$ cat src/include/opsum_params.svh
`ifndef OPSUM_PARAMS_SVH
`define OPSUM_PARAMS_SVH

// PE array geometry
`define ROW_NUM      32
`define PE_COLS      3

// opsum storage
`define OPSUM_W      16
`define OPSUM_DEPTH  4

// global buffer port
`define GLB_W        32
`define GLB_AW       12

`endif

$ cat src/hdl/opsum_pkg.sv
`include "opsum_params.svh"

package opsum_pkg;

  // --------------------------------------------------
  // layer configuration
  // --------------------------------------------------
  typedef enum logic [0:0] {
    layer_pw = 1'b0,  // pointwise, columns summed
    layer_dw = 1'b1   // depthwise, column 0 only
  } layer_mode_e;

  typedef struct packed {
    layer_mode_e mode;
    logic [5:0]  row_en;  // active rows, 1 to 32
  } layer_cfg_t;

  // --------------------------------------------------
  // GLB write request
  // --------------------------------------------------
  typedef struct packed {
    logic              we;
    logic [`GLB_AW-1:0] addr;
    logic [`GLB_W-1:0]  data;
  } glb_wr_t;

  // drain word index, two words per row
  typedef logic [5:0] idx_t;

endpackage

$ cat src/hdl/opsum_drain_ctrl.sv
module opsum_drain_ctrl (
  input  logic                  clk,
  input  logic                  reset,
  input  opsum_pkg::layer_cfg_t cfg,
  input  logic                  drain_start,
  input  logic                  ready_op,
  output logic                  valid_op,
  output opsum_pkg::idx_t       rd_idx,
  output logic                  drain_done
);

  opsum_pkg::idx_t step;
  opsum_pkg::idx_t last_idx;
  logic            xfer;

  assign xfer = valid_op && ready_op;

  // --------------------------------------------------
  // index range from the layer config
  // --------------------------------------------------
  // row_en of 32 drops to 0 in the 5-bit slice, so 2*row_en-1 still lands on 63
  always_comb begin
    if (cfg.mode == opsum_pkg::layer_dw) begin
      step     = 6'd2;  // even words only
      last_idx = {cfg.row_en[4:0], 1'b0} - 6'd2;
    end else begin
      step     = 6'd1;
      last_idx = {cfg.row_en[4:0], 1'b0} - 6'd1;
    end
  end

  // --------------------------------------------------
  // drain sequencing
  // --------------------------------------------------
  always_ff @(posedge clk) begin
    if (reset) begin
      valid_op   <= 1'b0;
      rd_idx     <= '0;
      drain_done <= 1'b0;
    end else begin
      drain_done <= 1'b0;
      if (!valid_op) begin
        if (drain_start) begin
          valid_op <= 1'b1;
          rd_idx   <= '0;
        end
      end else if (xfer) begin
        if (rd_idx == last_idx) begin
          valid_op   <= 1'b0;
          rd_idx     <= '0;
          drain_done <= 1'b1;  // lines up with the last GLB write
        end else begin
          rd_idx <= rd_idx + step;
        end
      end
    end
  end

endmodule

$ cat config.mk
export PLATFORM = sky130hd
export DESIGN_NAME = opsum_drain_ctrl
export DESIGN_NICKNAME = d
export VERILOG_FILES = /design/src/hdl/opsum_pkg.sv /design/src/hdl/opsum_drain_ctrl.sv
export VERILOG_INCLUDE_DIRS = /design/src /design/src/include
export SDC_FILE = /design/constraint.sdc
export NUM_CORES = 1
export LEC_CHECK = 0
export ABC_AREA = 1
export BUFFER_PORTS_ARGS = -buffer_cell sky130_fd_sc_hd__buf_4
export CORE_AREA = 2 2 39 41
export CTS_CLUSTER_DIAMETER = 30
export CTS_CLUSTER_SIZE = 40
export DETAILED_ROUTE_END_ITERATION = 6
export DIE_AREA = 0 0 41 43
export HOLD_SLACK_MARGIN = 0.05
export PLACE_DENSITY_LB_ADDON = 0.08
export SLEW_MARGIN = 20
export SYNTH_ARGS = -nofsm -noshare
export SYNTH_HDL_FRONTEND = slang
export SYNTH_SLANG_ARGS = --single-unit
$ cat constraint.sdc
create_clock -name clk -period 1.74 [get_ports clk]
set_input_delay 0.261 -clock clk [delete_from_list [all_inputs] [get_ports clk]]
set_output_delay 0.261 -clock clk [all_outputs]
set_load 0.05 [all_outputs]
* After elaboration in Yosys (flattened, before gate mapping)
Index checks and enable logic that the tools add are counted.
Storage, ports and cells: flip-flop bits (word level) 8, input port bits 11, word-level logic and storage cells 25
Operators by class: add/subtract/negate cells 3, equal/unequal tests 2, muxes and demuxes 11, bitwise logic cells 2, reduce and logical (&&, ||, !) cells 4
Operators with widths (count):
- $mux W6 | 5
- $add A6 B2 Y6 | 1
- $eq A6 B6 Y1 | 1
- $sub A6 B1 Y6 const B | 1
- $sub A6 B2 Y6 const B | 1
- $mux W1 | 5
- $reduce_or A3 Y1 | 1
- $mux W2 | 1
- $ne A2 B1 Y1 const B | 1
- $not A1 Y1 | 2
- $reduce_and A2 Y1 | 1
- $reduce_bool A2 Y1 | 1
- $logic_and A1 B1 Y1 | 1

* Depth between registers and ports, before layout
word-level depth 6, mapped depth 11, mapped depth without buffers 11

* Least setup slack after synthesis
Ideal clock, no wire load.
path kind reg2reg, start reg rd_idx[0], end reg rd_idx[4], library setup time 0.117 ns, data arrival time 1.818 ns, data required time 1.623 ns, slack -0.195 ns, stages on the path, launching flop included 11, path buffers 0, clock period less this slack 1.935 ns, cell sequence dfxtp_1 > ha_1 > inv_1 > fa_1 > inv_1 > nand2_1 > nor2_1 > xor2_1 > inv_1 > nand3_1 > a21oi_1
On the way: word-level cells in the longest chain between the ends 4
Ends and longest elaborated chain:
- start, declared | RTL line opsum_drain_ctrl.sv:8 | output opsum_pkg::idx_t rd_idx,
- start signal, assigned | RTL line opsum_drain_ctrl.sv:53 | rd_idx <= rd_idx + step;
- $add A6 B2 Y6 / $eq A6 B6 Y1 (equally long branches) | RTL line opsum_drain_ctrl.sv:53, opsum_drain_ctrl.sv:48
- $mux W6 * | RTL line opsum_drain_ctrl.sv:48 | if (rd_idx == last_idx) begin
- $mux W6 * | RTL line opsum_drain_ctrl.sv:47 | end else if (xfer) begin
- $mux W6 * | RTL line opsum_drain_ctrl.sv:42 | if (!valid_op) begin
Mark *: on every way between the ends. The rest lies on a longest branch, timed or not. The select of a mux whose other input is x is not followed. A chain may end at the register's enable or synchronous reset.

* Final worst setup path
Ends and elaborated chain as after synthesis.

==> impl_metrics.ini <==
[route]
drt-initial-drc-count = 15
avgViaCountPerCell = 4.908
drc = 0
dr.pass1.iters = 4
drt-total-wl_um = 1428
wl_per_cell_um = 10.06
via_count = 697
antenna_left = 0

[floorplanning]
ioPinCount = 19
start_util_pct = 44.85
coreArea_sq_mm = 0.001384
die_x_um = 41
dieArea_sq_mm = 0.001763
die_y_um = 43
num_rows = 14

[power]
vdd_drop_max_uv = 399.6
powerDensity_mw_per_mm2 = 545.3
leakagePower_uw = 0.0003896
power_uw = 446.9

[global_route]
grt_pass1_wl_um = 2277
first_global_vias = 603
grt_max_degree = 9
grt_use_total_pct = 19.13
overflow = 0
antenna_found_initial = 0

[synthesis]
synth_most_common_cell = nand2_1
synth-seq-cells = 8
synth_fp_nets = 118
yosysWarnings = 0
syn_inst = 103
yosysTopAreaCellShare_pct = 25.81
synth_edf_count = 0
syn_area_per_cell_sq_um = 6.025
synth.top_cells.by_count = 36 x nand2_1, 15 x inv_1, 8 x dfxtp_1, 8 x nand3_1
ys_seq_area_share_pct = 25.81
async_flop_share_pct = 0
ys.flop_type = dfxtp_1
yosysTopAreaCell = dfxtp_1
netlist_area_sq_um = 620.6
synthDistinctLibCells = 18
ys_top_cells_by_area = dfxtp_1 26%, nand2_1 22%, inv_1 9.1%

[clock_tree]
cts-root-buf = clkbuf_4
cts_buffers = 3
cts_tree = built
clock_path_buffers = 2
clock_sinks = 8
h-tree-depth = 1
clk_pin_slew_worst_paths_ps = 60
clk_latency_ps = 260

[critical_path]
crit_arrival_ps = 1730
cp-end-kind = flip-flop
critical_path_class = flip-flop to flip-flop
startpoint_type = flip-flop
required_ps = 1880
crit_fanout = 3

[timing]
rsz0062_at_grt = no
final_hold_viol_count = 0
finalCritPeriodShare_pct = 91.18
tns_ps = 0
slew_headroom_pct = 68.62
drv_slew = 0
fin_skew_ps = 14.86
fin_crit_ps = 1587
max_freq_mhz = 630.3
setup_viol = 0
setup_ws_ps = 153.4
tightest_slew_ps = 470.6

[place]
port_buffers = 17
place_hpwl_um = 1142
place.gp.congestion = 0.8348
pre_cts_ws_ps = 15.43
place_area_sq_um = 788.3

[layout]
final_nets = 142
regArea_sq_um = 165.2
multi_input_area_sq_um = 397.9
layout-drive-gt1-share_pct = 26.98
finalCoreUtilization_pct = 59.22
syn_to_final_growth_pct = 32.06
antennaDiodeCount = 0
fillCellCount = 130
stdcell_area_sq_um = 819.5

[status]
outcome = finished clean

[job]
maxCapViolations = 0

[worst_hold_path]
hold_path_class = primary input to flip-flop
[critical path, cell delays in order (launching register included)]
cell and delay, ps:
dfxtp_4 350, ha_1 130, inv_1 60, fa_2 330, inv_2 60, nand2_1 60
nor2_2 120, xor2_1 150, inv_1 60, nand3_1 80, a21oi_1 60
[final timing paths]
path / startpoint / depth (start not counted) / slack [ps] / to
min: reset / 2 / 190 / rd_idx[0]$_SDFFE_PP0P_
max reg2reg: rd_idx[0]$_SDFFE_PP0P_ / 10 / 150 / rd_idx[4]$_SDFFE_PP0P_
min reg2reg: rd_idx[0]$_SDFFE_PP0P_ / 2 / 490 / rd_idx[0]$_SDFFE_PP0P_
max: rd_idx[0]$_SDFFE_PP0P_ / 10 / 150 / rd_idx[4]$_SDFFE_PP0P_
[power by group]
part | switching [uW] | leakage (uW) | internal (uW)
logic | 58.9 | 0.000308 | 40.7
registers | 4.72 | 0.0000661 | 186
clock network | 68.3 | 0.0000150 | 88.0
total | 132 | 0.000390 | 315
[kinds of logic after synthesis]
group / after synthesis / share of synthesized area [%]
simple gates: 57 / 38.51
buf+inv: 18 / 10.89
xor+xnor: 2 / 2.823
flops: 8 / 25.81
fa+ha+maj: 4 / 9.275
compound gates: 14 / 12.70
[through the flow]
stage	hold slack, ps	std cells
after global placement	468.3	138
after CTS	194.7	142
after floorplan	320.4	103
after detailed placement	471.6	138
after global routing	188.8	142
final	188.6	142
[routing by layer]
layer | up-vias | part of all wire [%] | global-route usage [%]
met5 | - | 0 | 0
met4 | 0 | 1.4 | 10.00
met1 | 304 | 44 | 21.75
met3 | 4 | 4.5 | 3.141
met2 | 16 | 50 | 31.87
li1 | 373 | - | -
[cell usage in the layout (no fill, tap or decap), drive strengths merged]
cell and instances:
inv 18, fa 1, nand2 37, nand3 8, o21ai 4, dfxtp 8, nand4 1, clkbuf 4
a31oi 1, a21oi 9, nor3 4, buf 19, xor2 2, nor2 7, ha 3
[area by class of cell]
cell class / instances / area share, %
clock buffer: 4 / 3.206
sequential: 8 / 20.15
multi-input combinational: 77 / 48.55
timing repair buffer: 19 / 17.40
inverter: 18 / 8.244
tap: 16 / 2.443
[repair_timing]
| action | in CTS | in global routing |
|---|---|---|
| hold buffers | 0 | 0 |
| gates resized for setup | 0 | 3 |
| setup buffers | 0 | 0 |
| endpoints found under the setup margin | 0 | 1 |
[state kept, by name (all words and copies together) (netlist names)]
register and count:
rd_idx 6, drain_done 1, valid_op 1
(Power assumes the default switching activity.)
