**config.mk**
```make
export PLATFORM = sky130hd
export DESIGN_NAME = opsum_buffer
export DESIGN_NICKNAME = d
export VERILOG_FILES = /design/src/hdl/opsum_pkg.sv /design/src/hdl/opsum_buffer.sv
export VERILOG_INCLUDE_DIRS = /design/src /design/src/include
export SDC_FILE = /design/constraint.sdc
export NUM_CORES = 2
export LEC_CHECK = 0
export BUFFER_PORTS_ARGS = -buffer_cell sky130_fd_sc_hd__buf_4
export CAP_MARGIN = 10
export CORE_ASPECT_RATIO = 1.2
export CORE_MARGIN = 1.5
export CORE_UTILIZATION = 35
export DETAILED_ROUTE_END_ITERATION = 10
export PLACE_DENSITY_LB_ADDON = 0.08
export SYNTH_ARGS = -nofsm -noshare
export SYNTH_HDL_FRONTEND = slang
export SYNTH_SLANG_ARGS = --single-unit
```
**constraint.sdc**
```tcl
create_clock -name clk -period 26.3 [get_ports clk]
set_clock_uncertainty 0.15 [all_clocks]
set_input_delay 1.315 -clock clk [delete_from_list [all_inputs] [get_ports clk]]
set_output_delay 1.315 -clock clk [all_outputs]
set_load 0.02 [all_outputs]
```
**src/include/opsum_params.svh**
```systemverilog
`ifndef OPSUM_PARAMS_SVH
`define OPSUM_PARAMS_SVH

// PE array geometry
`define ROW_NUM      32
`define PE_COLS      3

// opsum storage
`define OPSUM_W      16
`define OPSUM_DEPTH  4

// global buffer port
`define GLB_W        32
`define GLB_AW       12

`endif

```
**src/hdl/opsum_pkg.sv**
```systemverilog
`include "opsum_params.svh"

package opsum_pkg;

  // --------------------------------------------------
  // layer configuration
  // --------------------------------------------------
  typedef enum logic [0:0] {
    layer_pw = 1'b0,  // pointwise, columns summed
    layer_dw = 1'b1   // depthwise, column 0 only
  } layer_mode_e;

  typedef struct packed {
    layer_mode_e mode;
    logic [5:0]  row_en;  // active rows, 1 to 32
  } layer_cfg_t;

  // --------------------------------------------------
  // GLB write request
  // --------------------------------------------------
  typedef struct packed {
    logic              we;
    logic [`GLB_AW-1:0] addr;
    logic [`GLB_W-1:0]  data;
  } glb_wr_t;

  // drain word index, two words per row
  typedef logic [5:0] idx_t;

endpackage

```
**src/hdl/opsum_buffer.sv**
```systemverilog
`include "opsum_params.svh"

module opsum_buffer (
  input  logic                         clk,
  input  logic                         reset,
  input  opsum_pkg::layer_mode_e       mode,
  input  logic                         store_opsum,
  input  logic [`ROW_NUM*`OPSUM_W-1:0] opsum_row,
  input  opsum_pkg::idx_t              rd_idx,
  output logic [`GLB_W-1:0]            opsum_word
);

  localparam int ROW_BITS = $clog2(`ROW_NUM);

  // four entries per row, entry 0 is the newest in PW mode
  logic [`OPSUM_W-1:0] entry [`ROW_NUM][`OPSUM_DEPTH];

  logic [ROW_BITS-1:0] rd_row;
  logic                rd_low;  // odd index picks entries 0 and 1

  // --------------------------------------------------
  // row stores
  // --------------------------------------------------
  for (genvar r = 0; r < `ROW_NUM; r++) begin : g_row
    logic [`OPSUM_W-1:0] sample;

    assign sample = opsum_row[r*`OPSUM_W +: `OPSUM_W];

    always_ff @(posedge clk) begin
      if (reset) begin
        for (int e = 0; e < `OPSUM_DEPTH; e++) begin
          entry[r][e] <= '0;
        end
      end else if (store_opsum) begin
        if (mode == opsum_pkg::layer_pw) begin
          entry[r][0] <= sample;
          for (int e = 1; e < `OPSUM_DEPTH; e++) begin
            entry[r][e] <= entry[r][e-1];  // shift toward entry 3
          end
        end else begin
          for (int e = 0; e < `OPSUM_DEPTH-1; e++) begin
            entry[r][e] <= '0;
          end
          entry[r][`OPSUM_DEPTH-1] <= sample;
        end
      end
    end
  end

  // --------------------------------------------------
  // read word mux
  // --------------------------------------------------
  assign rd_row = rd_idx[ROW_BITS:1];
  assign rd_low = rd_idx[0];

  always_comb begin
    if (rd_low) begin
      opsum_word = {entry[rd_row][0], entry[rd_row][1]};
    end else begin
      opsum_word = {entry[rd_row][2], entry[rd_row][3]};  // entry 2 on top
    end
  end

endmodule

```
-- Word level (Yosys, flattened, before mapping)
Memories as Yosys holds them, arrays and structs flattened.
Index checks and enable logic that the tools add are counted.
- register bits after elaboration: 0
- memory bits (writable): 2048
- input bits: 522
- output and inout port bits: 32
- word-level logic and storage cells: 524
- memories kept: 1
- memories (memory ; depth ; bits a word ; rd ports ; clocked after Yosys merged registers in ; wr ports ; line ; source):
    entry ; 32 ; 64 ; 33 ; 0 ; 32 ; opsum_buffer.sv:16 ; logic [`OPSUM_W-1:0] entry [`ROW_NUM][`OPSUM_DEPTH];
- mux-type cells: 267
- bitwise operators: 256
- operator list (operator ; count):
    $mux W16 ; 256
    $or A1 B1 Y1 ; 256
    $mux W32 ; 1
    $mux W1 ; 10

-- Logic depth before layout (Yosys ltp)
- depth after elaboration: 6
- depth in mapped cells: 9
- mapped depth without buffers: 5

-- Least setup slack after synthesis
OpenSTA, ideal clock, no wires.
- path kind: input to register
- start point: input port reset
- end point: memory entry[0][0] (netlist name), enable pin
- setup time: 1.603 ns
- arrival time: 25.558 ns
- required time: 24.547 ns
- setup slack: -1.011 ns
- stages on the path: 1
- buffers on the path: 0
- cell sequence: or2_2
- RTL lines (element ; line ; source):
    start, declared ; opsum_buffer.sv:5 ; input logic reset,
    end, declared ; opsum_buffer.sv:16 ;

-- Worst setup path in the final report
- start point: input port rd_idx[1]
- end point: output port opsum_word[23]
- longest elaborated chain between the ends: 2
- RTL lines (element ; line ; source):
    start, declared ; opsum_buffer.sv:9 ; input opsum_pkg::idx_t rd_idx,
    $mem_v2 Z32 W64 ; - ;
    $mux W32 ; opsum_buffer.sv:57 ; if (rd_low) begin
    end, declared ; opsum_buffer.sv:10 ; output logic [`GLB_W-1:0] opsum_word
No other way between the ends.

==> out/metrics.yaml <==
timing.critical_path.from_type: "primary input"
path_common_cell: "sky130_fd_sc_hd__buf_4"
post-dp-hpwl_um: 224000
drc: 0
rows: 206
cts_root_buffer: "sky130_fd_sc_hd__clkbuf_16"
finalCriticalPeriod_ps: 9600
number_of_sinks_on_the_clock_net: 2048
die_w_um: 473
timing_worst_slew_pin_value_ps: 1600
ys_ff_latch: 2048
endpoint_kind: "primary output"
grt_overflow_total: 0
cts.path.max_buffers: 4
stdcell_count: 9608
clock_tree.htree_level_count: 4
number_of_antenna_violations_at_the_first_check_in_global_routing: 62
r2r-end: "entry[25][15]"
top_register: "entry"
hold_start: "entry[9][43]"
portBuffers: 553
cts.hold.buffers_added: 0
peakVddDrop_mv: 0.0499
vias: 51931
dp_slack_ps: 16510
synthToLayoutAreaGrowth_pct: 15.7
synth_seq_area_share_pct: 66.3
finalSetupViolations: 0
synth.avg_cell_area_um2: 16.7
setup_tns_ps: 0
grt_usage_pct: 23.2
routed_wire_length_per_instance_um: 32.9
cpMaxStageDelayCell: "sky130_fd_sc_hd__a221oi_1"
number_of_distinct_library_cells_after_synthesis: 39
hold_end: "entry[9][27]"
synthesized_instance_count: 5540
cts_setup_buffers: 0
power_per_cell_area_mw_per_mm2: 72.1
largest_net_degree_at_the_start_of_global_routing: 271
criticalPathCategory: "in -> out"
worst-r2r-cell-count: 1
slew_viol_final: 1
placedCellCount: 9170
crit_path_cell_trace: "buf_8 -> buf_12 -> buf_4 -> buf_4 -> buf_4 -> buf_4 -> mux4_2 -> o22ai_1 -> nor3_1 -> nor2_1 -> a221oi_1 -> buf_4"
reg2reg_from: "entry[25][31]"
syn-num-nets: 6062
fp.dieH_um: 567
synth.yosys.warnings: 0
gp_routability_congestion: 0.831
hold_path.class: "reg -> reg"
failed_checks: "slew limit"
number_of_global_route_vias_before_repair: 53766
fmaxAchievable_ghz: 0.104
min_delay_path_depth: 1
power_leakage_nw: 40.3
wirelength_um: 316000
nets: 6495
crit_required_ps: 24840
largest_reg_flops: 2048
route.antenna.remaining_nets: 0
drive_gt1_share_pct: 24.6
p_total_w: 0.00773
die_area_mm2: 0.268
fp.coreArea_mm2: 0.263
numCtsBuffers: 232
slew_limit_headroom_pct: -6.35
syn_area_mm2: 0.0927
tritoncts: "built"
post_drt_via_cell_ratio: 5.40
top_flop_regs: "entry (2048)"
highest_fanout_seen_on_the_critical_path: 74
fin_ws_ps: 16700
timing.reg2reg.setup_slack_ps: 25180
drt_pre_antenna_iters: 5
clock_insertion_delay_worst_skew_ps: 900
worst_path_largest_cell_delay_ps: 1240
cts_resized: 0
grt_setup_unrepaired: "no"
floorplan.initialDensity_pct: 35.3
timing.max_cap.violations: 0
clk_transition_reported_paths_ps: 60
final.hold.worst_slack_ps: 362
drt_iter0_markers: 5246
status: "finished, violations left"
timing.critical_path.arrival_ps: 8140
grt_first_pass_wirelength_um: 433000
post-route-period-util_pct: 36.5
timing_hold_violations_final: 0
io-pin-count: 554
==> power by group <==
part           switching [W]  internal [W]  leakage, nW  total [W]
Sequential         0.0000913       0.00381         22.6    0.00390
Clock                0.00136       0.00173         3.43    0.00309
Combinational       0.000460      0.000280         14.3   0.000740
==> cell type report <==
cell class / count / area, um^2
clock inverters: 127 / 903
repair buffers: 660 / 5110
clock buffers: 286 / 6050
fillers: 24158 / 156000
inverters: 1 / 6.26
flip-flops and latches: 2048 / 61500
diodes: 24 / 60.1
well taps: 3432 / 4290
multi-input cells: 3030 / 29300
==> cells by family after synthesis <==
logic type      share of synthesized area [%]
flops                                    66.3
compound gates                           6.61
simple gates                             10.9
buf+inv                                  2.22
mux                                      13.9
==> worst max-delay path by stage <==
| stage | startpoint | to | slack (ps) | cells past startpoint |
|---|---|---|---|---|
| after floorplan | store_opsum | entry[0][0] | 9550 | 1 |
| after global placement | rd_idx[1] | opsum_word[23] | 16510 | 12 |
| after detailed placement | rd_idx[1] | opsum_word[23] | 16510 | 12 |
| after CTS | rd_idx[1] | opsum_word[23] | 16500 | 12 |
| after global routing | rd_idx[1] | opsum_word[23] | 16140 | 12 |
| final | rd_idx[1] | opsum_word[23] | 16700 | 12 |
==> critical path, delay by kind of cell <==
kind	cells	cell delay, ps
AOI/OAI and AO/OA	2	1330
buffers and inverters	7	4380
muxes	1	370
and+or+nand+nor	2	470
==> per-stage QoR <==
step | util, % | instance area [um^2]
5_1_grt | 40.8 | 107000
3_3_place_gp | 38.1 | 100000
2_1_floorplan | - | 92700
6_report | 40.8 | 107000
4_1_cts | 40.7 | 107000
3_5_place_dp | 38.1 | 100000
==> synthesized netlist by cell type <==
cell                        instances  area share, %
sky130_fd_sc_hd__a2111oi_0          2          0.019
sky130_fd_sc_hd__a211oi_1           2          0.016
sky130_fd_sc_hd__a21oi_1           58           0.31
sky130_fd_sc_hd__a221o_1            1          0.011
sky130_fd_sc_hd__a221oi_1          31           0.29
sky130_fd_sc_hd__a22o_1           542            5.1
sky130_fd_sc_hd__a31oi_1            1         0.0068
sky130_fd_sc_hd__and2_0             1         0.0068
sky130_fd_sc_hd__and2_1          1537             10
sky130_fd_sc_hd__and3b_1            1         0.0095
sky130_fd_sc_hd__buf_1             24          0.097
sky130_fd_sc_hd__buf_2             49           0.26
sky130_fd_sc_hd__buf_4             41           0.33
sky130_fd_sc_hd__buf_6             14           0.17
sky130_fd_sc_hd__clkbuf_1         333            1.3
sky130_fd_sc_hd__edfxtp_1        2048             66
sky130_fd_sc_hd__inv_2              1         0.0040
sky130_fd_sc_hd__mux2_2             1          0.012
sky130_fd_sc_hd__mux2i_1          137            1.5
sky130_fd_sc_hd__mux4_2           512             12
sky130_fd_sc_hd__nand2_1           14          0.057
sky130_fd_sc_hd__nand2b_1           7          0.047
sky130_fd_sc_hd__nand3_1            4          0.022
sky130_fd_sc_hd__nand3b_1           4          0.032
sky130_fd_sc_hd__nor2_1            20          0.081
sky130_fd_sc_hd__nor2b_1            6          0.040
sky130_fd_sc_hd__nor3_1            10          0.054
sky130_fd_sc_hd__nor3b_1            1         0.0081
sky130_fd_sc_hd__o2111a_1           1          0.012
sky130_fd_sc_hd__o2111ai_1          1         0.0095
sky130_fd_sc_hd__o211ai_1           1         0.0081
sky130_fd_sc_hd__o21a_1             1         0.0081
sky130_fd_sc_hd__o21ai_0            8          0.043
sky130_fd_sc_hd__o221ai_1          16           0.15
sky130_fd_sc_hd__o22ai_1           89           0.60
sky130_fd_sc_hd__or2_2              5          0.034
sky130_fd_sc_hd__or3_1              1         0.0068
sky130_fd_sc_hd__or3b_2             1         0.0095
sky130_fd_sc_hd__or4_1             14           0.11
==> layout by cell type, fill, tap and decap left out, types with 2 or more instances in the layout <==
master	instances
sky130_fd_sc_hd__nand3b_1	4
sky130_fd_sc_hd__nor2_4	2
sky130_fd_sc_hd__buf_8	3
sky130_fd_sc_hd__inv_16	2
sky130_fd_sc_hd__buf_12	10
sky130_fd_sc_hd__a22o_1	542
sky130_fd_sc_hd__inv_6	3
sky130_fd_sc_hd__o22ai_1	88
sky130_fd_sc_hd__mux4_2	512
sky130_fd_sc_hd__clkinvlp_4	3
sky130_fd_sc_hd__mux2i_2	14
sky130_fd_sc_hd__or4_1	14
sky130_fd_sc_hd__diode_2	24
sky130_fd_sc_hd__clkinv_2	49
sky130_fd_sc_hd__nand2b_1	6
sky130_fd_sc_hd__bufinv_16	11
sky130_fd_sc_hd__o21ai_0	8
sky130_fd_sc_hd__a221oi_1	27
sky130_fd_sc_hd__and2_1	1537
sky130_fd_sc_hd__or2_2	4
sky130_fd_sc_hd__mux2i_1	123
sky130_fd_sc_hd__a221oi_2	4
sky130_fd_sc_hd__clkinv_1	57
sky130_fd_sc_hd__a21oi_1	58
sky130_fd_sc_hd__edfxtp_1	2048
sky130_fd_sc_hd__o221ai_1	16
sky130_fd_sc_hd__clkbuf_1	52
sky130_fd_sc_hd__clkbuf_16	234
sky130_fd_sc_hd__nor2b_1	4
sky130_fd_sc_hd__nand3_1	3
sky130_fd_sc_hd__nor3_1	10
sky130_fd_sc_hd__nand2_1	13
sky130_fd_sc_hd__nor2_1	18
sky130_fd_sc_hd__buf_4	646
==> layer usage <==
| layer | GRT usage, % | wire length [um] | up-vias |
|---|---|---|---|
| met1 | 29.7 | 128000 | 27374 |
| met4 | 9.86 | 14500 | 40 |
| met5 | 0 | 252 | - |
| met2 | 38.9 | 157000 | 1492 |
| met3 | 3.76 | 16900 | 389 |
| li1 | - | - | 22636 |
Power figures use the tool's default switching activity.
