===== src/include/opsum_params.svh =====
`ifndef OPSUM_PARAMS_SVH
`define OPSUM_PARAMS_SVH

// PE array geometry
`define ROW_NUM      32
`define PE_COLS      3

// opsum storage
`define OPSUM_W      16
`define OPSUM_DEPTH  4

// global buffer port
`define GLB_W        32
`define GLB_AW       12

`endif


===== src/hdl/opsum_pkg.sv =====
`include "opsum_params.svh"

package opsum_pkg;

  // --------------------------------------------------
  // layer configuration
  // --------------------------------------------------
  typedef enum logic [0:0] {
    layer_pw = 1'b0,  // pointwise, columns summed
    layer_dw = 1'b1   // depthwise, column 0 only
  } layer_mode_e;

  typedef struct packed {
    layer_mode_e mode;
    logic [5:0]  row_en;  // active rows, 1 to 32
  } layer_cfg_t;

  // --------------------------------------------------
  // GLB write request
  // --------------------------------------------------
  typedef struct packed {
    logic              we;
    logic [`GLB_AW-1:0] addr;
    logic [`GLB_W-1:0]  data;
  } glb_wr_t;

  // drain word index, two words per row
  typedef logic [5:0] idx_t;

endpackage


===== src/hdl/glb_write_port.sv =====
`include "opsum_params.svh"

module glb_write_port (
  input  logic               clk,
  input  logic               reset,
  input  logic [`GLB_AW-1:0] glb_base,
  input  logic               glb_ready,
  input  logic               valid_op,
  input  logic [`GLB_W-1:0]  opsum_word,
  output logic               ready_op,
  output opsum_pkg::glb_wr_t glb_wr
);

  logic [`GLB_AW-1:0] wr_offset;  // writes so far in this drain
  logic               xfer;

  assign ready_op = glb_ready;  // GLB back-pressure straight through
  assign xfer     = valid_op && glb_ready;

  // --------------------------------------------------
  // running address offset
  // --------------------------------------------------
  always_ff @(posedge clk) begin
    if (reset) begin
      wr_offset <= '0;
    end else if (!valid_op) begin
      wr_offset <= '0;
    end else if (xfer) begin
      wr_offset <= wr_offset + 1'b1;
    end
  end

  // --------------------------------------------------
  // write request register
  // --------------------------------------------------
  always_ff @(posedge clk) begin
    if (reset) begin
      glb_wr.we <= 1'b0;
    end else begin
      glb_wr.we <= xfer;
    end
  end

  always_ff @(posedge clk) begin
    if (xfer) begin
      glb_wr.addr <= glb_base + wr_offset;
      glb_wr.data <= opsum_word;
    end
  end

endmodule


===== config.mk =====
export PLATFORM = sky130hd
export DESIGN_NAME = glb_write_port
export DESIGN_NICKNAME = d
export VERILOG_FILES = /design/src/hdl/opsum_pkg.sv /design/src/hdl/glb_write_port.sv
export VERILOG_INCLUDE_DIRS = /design/src /design/src/include
export SDC_FILE = /design/constraint.sdc
export NUM_CORES = 1
export LEC_CHECK = 0
export BUFFER_PORTS_ARGS = -buffer_cell sky130_fd_sc_hd__buf_4
export CAP_MARGIN = 0
export CORE_MARGIN = 10
export CORE_UTILIZATION = 48
export DETAILED_ROUTE_END_ITERATION = 16
export GPL_TIMING_DRIVEN = 0
export PLACE_DENSITY_LB_ADDON = 0.05
export SETUP_SLACK_MARGIN = 0.4
export SLEW_MARGIN = 30
export SYNTH_ARGS = -nofsm -noshare
export SYNTH_HDL_FRONTEND = slang
export SYNTH_SLANG_ARGS = --single-unit

===== constraint.sdc =====
create_clock -name clk -period 2.56 [get_ports clk]
set_input_delay 0.256 -clock clk [delete_from_list [all_inputs] [get_ports clk]]
set_output_delay 0.256 -clock clk [all_outputs]
set_load 0.01 [all_outputs]

### Word-level counts from Yosys, hierarchy flattened

Index checks and enable logic that the tools add are counted.

* bitwise gates (word level): 1
* $add $sub $neg: 2
* reductions and logical operators: 2

Operators with widths (number)
* 12-bit by 1-bit adder with 12-bit output (second input constant): 1
* 12-bit adder: 1
* 2-bit OR reduction: 1
* 1-bit logical AND: 1
* 1-bit inverter: 1

* register bits after elaboration: 57
* output and inout bits: 46
* word-level logic and storage cells: 9
* input bits: 48

### Logic depth before layout (Yosys ltp)

Gate-level depths: netlist (run 1).

* depth after elaboration: 2
* depth in mapped cells: 7

### Least setup slack after synthesis (run 1)

No wires, ideal clock.

* kind: in2reg
* start point: input glb_ready
* end point: register wr_offset[11]
* cell stages on the path: 6
* path buffers: 1
* setup time: 0.116 ns
* arrival time: 2.146 ns
* path slack: 0.298 ns
* cell sequence: and2_1 -> and4_1 -> clkbuf_1 -> nand4_1 -> xor2_1 -> nor2_1

* cells in the longest elaborated chain, start to end: 1

Ends and longest elaborated chain
* from (decl): RTL line glb_write_port.sv:7 `input logic glb_ready,`
* 1-bit logical AND: RTL line glb_write_port.sv:18 `assign xfer = valid_op && glb_ready;`
* to (signal assigned): RTL line glb_write_port.sv:29 `wr_offset <= wr_offset + 1'b1;`
* to (decl): RTL line glb_write_port.sv:14 `` logic [`GLB_AW-1:0] wr_offset; ``

Every way passes these cells.
A chain may end at the register's enable or synchronous reset.

### Worst setup path in the final report (run 1)

* start point: register wr_offset[0]
* end point: register glb_wr[40] in the netlist's numbering, data pin

* cells in the longest elaborated chain, start to end: 1

Ends and longest elaborated chain
* 12-bit adder: RTL line glb_write_port.sv:46 `glb_wr.addr <= glb_base + wr_offset;`
* to (decl): RTL line glb_write_port.sv:11 `output opsum_pkg::glb_wr_t glb_wr`

Every way passes these cells.

==> flow_metrics.tcl, run 1 <==
set metrics [dict create \
    hold_viol_final 0 \
    fin_crit_sh 0.802 \
    dr.pass1.iters 4 \
    clkSinkCount 57 \
    netlist_area_um2 2360 \
    grt_setup_unrepaired "yes" \
    yosysWarningCount 0 \
    diodes 0 \
    die_h_um 90.1 \
    min_path_type "in -> reg" \
    setup_slack_ns 0.507 \
    drcViolationCount 0 \
    grt_max_degree 48 \
    path_max_fanout 4 \
    io_pins 94 \
    dp.final_hpwl_mm 3.91 \
    cts_made_buffers 9 \
    worst_pin_slew_ns 0.586 \
    grt_usage 0.130 \
    path_clk_slew_ns 0.06 \
    postLayoutCoreUtil 0.707 \
    cts_tree "yes" \
    netlist_instances 161 \
    ys_async_sr_fraction 0 \
    fmax_mhz 487 \
    num_vias 1636 \
    maxSlewViolCount 0 \
    status "finished, final reports clean" \
    yosysMostFrequentCell "edfxtp_1" \
    postCtsHoldBufs 0 \
    cts_buffer_depth 2 \
    dp_slack_ns 0.213 \
    core_area_um2 4750 \
    post_synth.cell_area_avg_um2 14.6 \
    critPathKind "reg -> reg" \
    floorplan.rows 25 \
    synth_nets 222 \
    grt_pass1_vias 1658 \
    p_per_area_nw_per_um2 606 \
    p_total_w 0.00204 \
    die_area_um2 8110 \
    placedCellCount 321 \
    cp-start-kind "register" \
    synth_cell_types 32 \
    fin_tns_setup_ns 0 \
    insertion_delay_ns 0.32 \
    nFillCells 375 \
    antenna_found_initial 0 \
    synth_edf_count 44 \
    die_x_um 90.1 \
    synthDominantCellAreaShare 0.561 \
    place_congestion 0.798 \
    cts_root_buffer "clkbuf_8" \
    relSlewSlack 0.609 \
    h-tree-depth 3 \
    required_ns 2.63 \
    seq_area_frac_synth 0.671 \
    synth.area.top_cells "edfxtp_1 56%, dfxtp_1 11%, ha_1 6.4%" \
    drtIter0Drc 60 \
    ys_seq_elements 57 \
    viasPerCell 4.83 \
    wirelength_mm 5.07 \
    ant_nets 0 \
    synth_top_cells_by_count "44 x edfxtp_1, 15 x nor2_1, 13 x dfxtp_1, 13 x xor2_1, 12 x ha_1" \
    routedWlPerCell_um 14.9 \
    grt_pass1_wl_mm 8.34 \
    layout.nets 328 \
    fin_crit_ns 2.05 \
    area_growth_pct 42.8 \
    max-vdd-ir-drop_mv 0.409 \
    numPortBuffers 93 \
    end_kind "register" \
    synth_flop_cell "edfxtp_1" \
    cap_violations 0 \
    synth_top_cell_by_area "edfxtp_1" \
    finalSetupViolations 0 \
    p_leak_nw 1.42 \
    cp.arrival_ns 2.12 \
    clock-skew-final_ns 0.00374 \
    start_util 0.496 \
    final_cells 339 \
    overflow 0 \
    drive_above_1_share 0.438 \
]
per-layer routing:
layer	routed length [um]	GRT usage
met5	0	0
met4	104	0.0650
met3	339	0.0549
met2	2370	0.197
met1	2250	0.155
state kept, by name, summed over array words and instances (netlist names):
register and flops:
wr_offset 12, glb_wr 45
cells in the final DEF (no fill, tap or decap), types with 2 or more instances in the layout:
cell type and instances:
a21o_1 3, a21oi_1 8, and2_1 2, and3_1 3, and4_1 2, buf_4 96
clkbuf_1 6, clkbuf_8 9, clkinv_2 2, dfxtp_1 12, edfxtp_1 44, ha_1 11
nand2_1 5, nand3_1 4, nand4_1 5, nor2_1 15, nor3_1 2, o21ai_0 2
xnor2_1 9, xor2_1 13
worst max-delay path: stages, from the launching register on:
cell and delay, ns:
dfxtp_2 0.34, ha_2 0.19, fa_2 0.37, a211oi_4 0.28, o21bai_2 0.10, a2111oi_2 0.30, nor3_1 0.09, xor2_1 0.14
layout make-up:
type | count | area, um^2 | share of cell area
plain buffers | 4 | 18.8 | 0.00558
clock buffers | 12 | 135 | 0.0402
clock inverters | 4 | 43.8 | 0.0130
inverters | 1 | 3.75 | 0.00112
multi-input cells | 99 | 782 | 0.233
flip-flops and latches | 57 | 1580 | 0.471
well taps | 67 | 83.8 | 0.0249
repair buffers | 95 | 713 | 0.212
where the power goes:
| part | switching, W | leakage, nW | total [W] | internal (W) |
|---|---|---|---|---|
| Sequential | 0.0000127 | 0.518 | 0.00106 | 0.00105 |
| Combinational | 0.0000919 | 0.811 | 0.000211 | 0.000119 |
| Clock | 0.000322 | 0.0918 | 0.000766 | 0.000444 |
| Total | 0.000426 | 1.42 | 0.00204 | 0.00161 |
metrics by stage:
step | hold WS (ns) | cell area [um^2]
3_5_place_dp | 0.435 | 3140
3_3_place_gp | 0.434 | 3140
2_1_floorplan | 0.355 | 2360
5_1_grt | 0.0853 | 3360
6_report | 0.107 | 3360
4_1_cts | 0.0860 | 3340
worst paths after layout:
kind / from / to / slack, ns / cells after the start
worst min register to register: wr_offset[11]$_SDFFE_PP0P_ / wr_offset[11]$_SDFFE_PP0P_ / 0.53 / 2
worst min-delay path: opsum_word[12] / glb_wr[12]$_DFFE_PP_ / 0.11 / 1
worst max-delay path: wr_offset[0]$_SDFFE_PP0P_ / glb_wr[40]$_DFFE_PP_ / 0.51 / 7
worst max register to register: wr_offset[0]$_SDFFE_PP0P_ / glb_wr[40]$_DFFE_PP_ / 0.51 / 7
repair_timing:
action / in CTS / in global routing
setup buffers: 1 / 1
endpoints found under the setup margin: 1 / 1
pin swaps: 5 / 3
gates resized for setup: 4 / 3
cell families after synthesis:
family | Yosys count | share of synthesized area
flops | 57 | 0.671
fa+ha+maj | 13 | 0.0722
buf+inv | 5 | 0.00956
xor+xnor | 22 | 0.0818
simple gates | 42 | 0.0913
mux | 1 | 0.00425
compound gates | 21 | 0.0696
Power figures use the tool's default switching activity.
==> run 2, diff against run 1 <==
--- a/config.mk
+++ b/config.mk
@@ -6,10 +6,11 @@
 export SDC_FILE = /design/constraint.sdc
 export NUM_CORES = 1
 export LEC_CHECK = 0
+export ABC_AREA = 1
 export BUFFER_PORTS_ARGS = -buffer_cell sky130_fd_sc_hd__buf_4
 export CAP_MARGIN = 0
 export CORE_MARGIN = 10
-export CORE_UTILIZATION = 48
+export CORE_UTILIZATION = 49
 export DETAILED_ROUTE_END_ITERATION = 16
 export GPL_TIMING_DRIVEN = 0
 export PLACE_DENSITY_LB_ADDON = 0.05
==> constraint.sdc (replaced) <==
create_clock -name clk -period 2.1 [get_ports clk]
set_input_delay 0.21 -clock clk [delete_from_list [all_inputs] [get_ports clk]]
set_output_delay 0.21 -clock clk [all_outputs]
set_load 0.01 [all_outputs]
==> run 2 against run 1 <==
Against the previous run:
- via count grew 21%
- clock power is 22% higher
- first-iteration DRC count rose by 22%
- cell area grew 7.5%
- critical path depth shrank 1
- largest power group unchanged
- power rose by 23%
==> flow_metrics.tcl, run 2 <==
set metrics [dict create \
    wirelength_mm 5.60 \
    h-tree-depth 3 \
    grt_usage 0.134 \
    required_ns 2.17 \
    fin_crit_ns 1.63 \
    synth.area.top_cells "edfxtp_1 51%, dfxtp_1 10%, nand2_1 9.2%" \
    cp.arrival_ns 1.69 \
    routedWlPerCell_um 13.1 \
    path_clk_slew_ns 0.06 \
    postCtsHoldBufs 0 \
    drtIter0Drc 73 \
    cap_violations 0 \
    largest-register "glb_wr" \
    yosys.area_share.adder 0.0662 \
    relSlewSlack 0.663 \
    cp_slowest_stage_delay_ns 0.41 \
    overflow 0 \
    critPathTopFamily "adder cells" \
    final_cell_mix "95 x buf_4, 63 x nand2_1, 44 x edfxtp_1, 35 x inv_1, 23 x nor2_1" \
    final_common_cell "buf_4" \
    synth_edf_count 44 \
    synthXorXnorAreaFrac 0.0273 \
    worst-path-buf-inv 1 \
    synth_cell_types 21 \
    drive_above_1_share 0.346 \
    place_congestion 0.866 \
    synth_nets 308 \
    grt_setup_unrepaired "no" \
    synthDominantCellAreaShare 0.514 \
    holdWs_ns 0.0625 \
    worst_pin_slew_ns 0.504 \
    synth_flop_cell "edfxtp_1" \
    grt_pass1_vias 1900 \
    io_pins 94 \
    drcViolationCount 0 \
    numPortBuffers 93 \
    grt_pass1_wl_mm 9.11 \
    diodes 0 \
    synth-compound-area-share 0.0321 \
    die_area_um2 8540 \
    cts_root_buffer "clkbuf_8" \
    netlist_area_um2 2570 \
    clkSinkCount 57 \
    fin_tns_setup_ns 0 \
    end_kind "register" \
    largest_register_ffs 45 \
    finalSetupViolations 0 \
    die_x_um 92.4 \
    netlist_instances 247 \
    max-vdd-ir-drop_mv 0.498 \
    ys_async_sr_fraction 0 \
    layout.nets 414 \
    num_vias 1981 \
    path_max_fanout 4 \
    cts_made_buffers 9 \
    maxSlewViolCount 0 \
    reg2reg_depth 6 \
    dr.pass1.iters 4 \
    path_depth 6 \
    fmax_mhz 614 \
    area_growth_pct 40.7 \
    dp.final_hpwl_mm 4.42 \
    synthMuxAreaShare 0 \
    p_leak_nw 1.65 \
    grt_max_degree 25 \
    p_per_area_nw_per_um2 695 \
    cts_buffer_depth 2 \
    synth_simple_gate_area_frac 0.203 \
    seq_area_frac_synth 0.616 \
    clock-skew-final_ns 0.00590 \
    reg_top3 "glb_wr x45, wr_offset x12" \
    critPathKind "reg -> reg" \
    status "finished, final reports clean" \
    yosysWarningCount 0 \
    viasPerCell 4.63 \
    synth_top_cell_by_area "edfxtp_1" \
    floorplan.rows 26 \
    fin_crit_sh 0.776 \
    synth_top_family_by_area "simple AND/OR/NAND/NOR gates" \
    post_synth.cell_area_avg_um2 10.4 \
    cp-start-kind "register" \
    path_cells "ha_4, fa_2, buf_4, nand2_1, nand3_1, xor2_1" \
    crit_slowest_cell "fa_2" \
    start_util 0.503 \
    ys_seq_elements 57 \
    core_area_um2 5110 \
    ant_nets 0 \
    hold_path_depth 1 \
    yosysMostFrequentCell "nand2_1" \
    min_path_type "in -> reg" \
    antenna_found_initial 0 \
    cts_tree "yes" \
    die_h_um 92.4 \
    insertion_delay_ns 0.32 \
    hold_viol_final 0 \
    synth_top_cells_by_count "63 x nand2_1, 44 x edfxtp_1, 36 x inv_1" \
]
==> run 2: metrics by stage <==
| step | util | cells | area (um^2) | power (W) | worst slack, ns |
|---|---|---|---|---|---|
| final | 0.708 | 428 | 3610 | 0.00251 | 0.470 |
| after global routing | 0.708 | 428 | 3610 | 0.00262 | 0.403 |
| after CTS | 0.698 | 427 | 3560 | 0.00254 | 0.428 |
| after detailed placement | 0.662 | 411 | 3380 | 0.00160 | 0.347 |
| after global placement | 0.657 | 410 | 3350 | 0.00159 | 0.0563 |
| after floorplan | - | 247 | 2570 | 0.00142 | 0.510 |
==> run 2: final timing paths <==
path / startpoint / to / slack [ns]
setup / recovery: wr_offset[0]$_SDFFE_PP0P_ / glb_wr[38]$_DFFE_PP_ / 0.47
hold / removal: opsum_word[22] / glb_wr[22]$_DFFE_PP_ / 0.06
setup reg to reg: wr_offset[0]$_SDFFE_PP0P_ / glb_wr[38]$_DFFE_PP_ / 0.47
hold reg to reg: wr_offset[5]$_SDFFE_PP0P_ / wr_offset[5]$_SDFFE_PP0P_ / 0.48
==> run 2: cell type report <==
type,count,area [um^2]
Tap cell,70,87.6
Clock buffer,12,135
Buffer,1,7.51
Clock inverter,4,43.8
Multi-Input combinational cell,153,886
Timing Repair Buffer,95,733
Sequential cell,57,1590
Inverter,36,135
Fill cell,392,1490
==> run 2: power by group <==
| part | internal (W) | switching, W | leakage, nW |
|---|---|---|---|
| sequential | 0.00128 | 0.0000162 | 0.519 |
| clock | 0.000541 | 0.000395 | 0.0918 |
| combinational | 0.000153 | 0.000128 | 1.04 |
==> run 2: repair_timing <==
action / 4_1_cts / 5_1_grt
endpoints found under the setup margin: 1 / 3
gates resized for setup: 1 / 9
buffers inserted: 0 / 1
pin swaps: 0 / 2
==> run 2: routing by layer <==
layer  up-vias  share of wire  global-route usage
li1       1031              -                   -
met1       876           0.42               0.153
met2        65           0.48               0.219
met3         9          0.085              0.0492
met4         0          0.017              0.0656
met5         -              0                   0
==> run 2: logic make-up (layout without fill, tap and decap cells) <==
kind of cell,count (synthesis),after routing
and+or+nand+nor,116,116
AOI/OAI and AO/OA,16,16
xor gates and xnor gates,8,8
adders and majority gates,13,13
DFF,57,57
buffers and inverters,37,148
==> run 3, diff against run 2 <==
==> constraint.sdc (replaced) <==
create_clock -name clk -period 1.6 [get_ports clk]
set_input_delay 0.16 -clock clk [delete_from_list [all_inputs] [get_ports clk]]
set_output_delay 0.16 -clock clk [all_outputs]
set_load 0.01 [all_outputs]
==> run 3 against run 2 <==
Against the previous run:
- largest cell class unchanged
- non-clock buffer count is 51 higher
- power is 38% higher
- worst setup slack worse by 0.46 ns
- global-route usage rose by 3.5 points
- hold slack worse by 0.030 ns
- die area stayed put
- combinational power is 91% higher
- wire length rose by 55%
==> flow_metrics.tcl, run 3 (synthesis gave the netlist of run 2 again) <==
set metrics [dict create \
    drcViolationCount 0 \
    min_path_type "in -> reg" \
    final_common_cell "buf_4" \
    largest-register "glb_wr" \
    critPathKind "reg -> reg" \
    fin_area_um2 4510 \
    grt_usage 0.169 \
    cp-start-kind "register" \
    fin_crit_sh 0.996 \
    die_h_um 92.4 \
    die_area_um2 8540 \
    r2r_start "wr_offset[0]$_SDFFE_PP0P_" \
    path_max_fanout 4 \
    wl_met1_mm 3.22 \
    cp_slowest_stage_delay_ns 0.37 \
    p_total_w 0.00347 \
    p_leak_nw 1.95 \
    io_pins 94 \
    place_congestion 0.869 \
    max-vdd-ir-drop_mv 0.655 \
    fin_crit_ns 1.59 \
    cts_tree "yes" \
    routedWlPerCell_um 18.0 \
    largest_register_ffs 45 \
    dr_wl_met3_um 657 \
    insertion_delay_ns 0.34 \
    path_cells "ha_4, fa_2, nand2_2, nand3_2, nand3_2, nand2_2, nand2_1, nand2_1" \
    status "finished, final reports clean" \
    drive_above_1_share 0.535 \
    numPortBuffers 93 \
    antenna_found_initial 2 \
    path_clk_slew_ns 0.07 \
    required_ns 1.69 \
    h-tree-depth 3 \
    end_kind "register" \
    ant_nets 0 \
    die_x_um 92.4 \
    grt_max_degree 23 \
    wirelength_mm 8.66 \
    cp.arrival_ns 1.68 \
    dp.final_hpwl_mm 4.47 \
    num_vias 2409 \
    dr.pass1.iters 4 \
    hold_path.startpoint "reset" \
    grt_setup_unrepaired "yes" \
    postLayoutCoreUtil 0.883 \
    placed_area_um2 3500 \
    fmax_mhz 628 \
    final_cell_mix "111 x buf_4, 44 x edfxtp_1, 36 x nand2_1, 32 x inv_1, 32 x dlygate4sd3_1" \
    relSlewSlack 0.662 \
    cap_violations 0 \
    overflow 0 \
    drtIter0Drc 100 \
    topRoutingLayerUsed "met4" \
    layout.nets 466 \
    worstSetupStartpoint "wr_offset[0]$_SDFFE_PP0P_" \
    maxSlewViolCount 0 \
    area_growth_pct 75.5 \
    cts_buffer_depth 2 \
    reg_top3 "glb_wr x45, wr_offset x12" \
    clkSinkCount 57 \
    cts_made_buffers 9 \
    grt_pass1_wl_mm 11.3 \
    grt_pass1_vias 2243 \
    start_util 0.503 \
    clock-skew-final_ns 0.00495 \
    viasPerCell 5.01 \
    hold_path_depth 2 \
    finalSetupViolations 0 \
    floorplan.rows 26 \
    crit_slowest_cell "fa_2" \
    worst_pin_slew_ns 0.505 \
    reg2reg_depth 8 \
    core_area_um2 5110 \
    cts_root_buffer "clkbuf_8" \
    hold_viol_final 0 \
    r2r_slack_ns 0.006 \
    wl_met2_mm 4.54 \
    p_per_area_nw_per_um2 769 \
]
[run 3: power breakdown]
part	internal, W	total, W	switching [W]	leakage, nW
Clock	0.000685	0.00124	0.000552	0.0890
Combinational	0.000293	0.000536	0.000243	1.33
Sequential	0.00167	0.00170	0.0000276	0.526
Total	0.00265	0.00347	0.000823	1.95
[run 3: path summary, 6_finish.rpt]
check | to
max | glb_wr[40]$_DFFE_PP_
min | glb_wr[44]$_SDFF_PP0_
max reg2reg | glb_wr[40]$_DFFE_PP_
min reg2reg | wr_offset[6]$_SDFFE_PP0P_
[run 3: metal layers]
metal / track usage / vias up
li1: - / 1139
met1: 0.187 / 1145
met2: 0.289 / 104
met3: 0.0557 / 21
met4: 0.0797 / 0
met5: 0 / -
[run 3: what timing repair did]
action / in CTS / in global routing
cloned: 1 / 0
setup endpoints to repair: 57 / 20
pin swaps: 13 / 45
setup buffers: 11 / 10
hold buffers: 31 / 1
endpoints found under the hold margin: 31 / 1
resized for setup: 19 / 80
[run 3: cell type report]
| type | instances | area, um^2 |
|---|---|---|
| clock buffer | 9 | 124 |
| clock inverter | 6 | 50.0 |
| buffer | 1 | 7.51 |
| timing repair inverter | 1 | 7.51 |
| inverter | 36 | 139 |
| timing repair buffer | 146 | 1190 |
| sequential | 57 | 1620 |
| multi-input combinational | 153 | 1280 |
| tap | 70 | 87.6 |
| fill | 236 | 598 |
| antenna | 2 | 5.00 |
[run 3: worst max-delay path, delay by kind of cell (launching register included)]
| family | cells | cell delay [ns] |
|---|---|---|
| DFF | 1 | 0.35 |
| and+or+nand+nor | 6 | 0.47 |
| adders and majority gates | 2 | 0.53 |
[run 3: stage by stage]
stage	setup slack, ns	setup TNS [ns]	hold WS [ns]	instances
floorplan	0.135	0	0.232	247
global placement	-0.0240	-0.957	0.338	410
detailed placement	-0.00349	-0.0828	0.340	410
CTS	0.0352	0	0.00148	468
global route	-0.0283	-0.0379	0.0243	481
finish	0.00638	0	0.0322	481
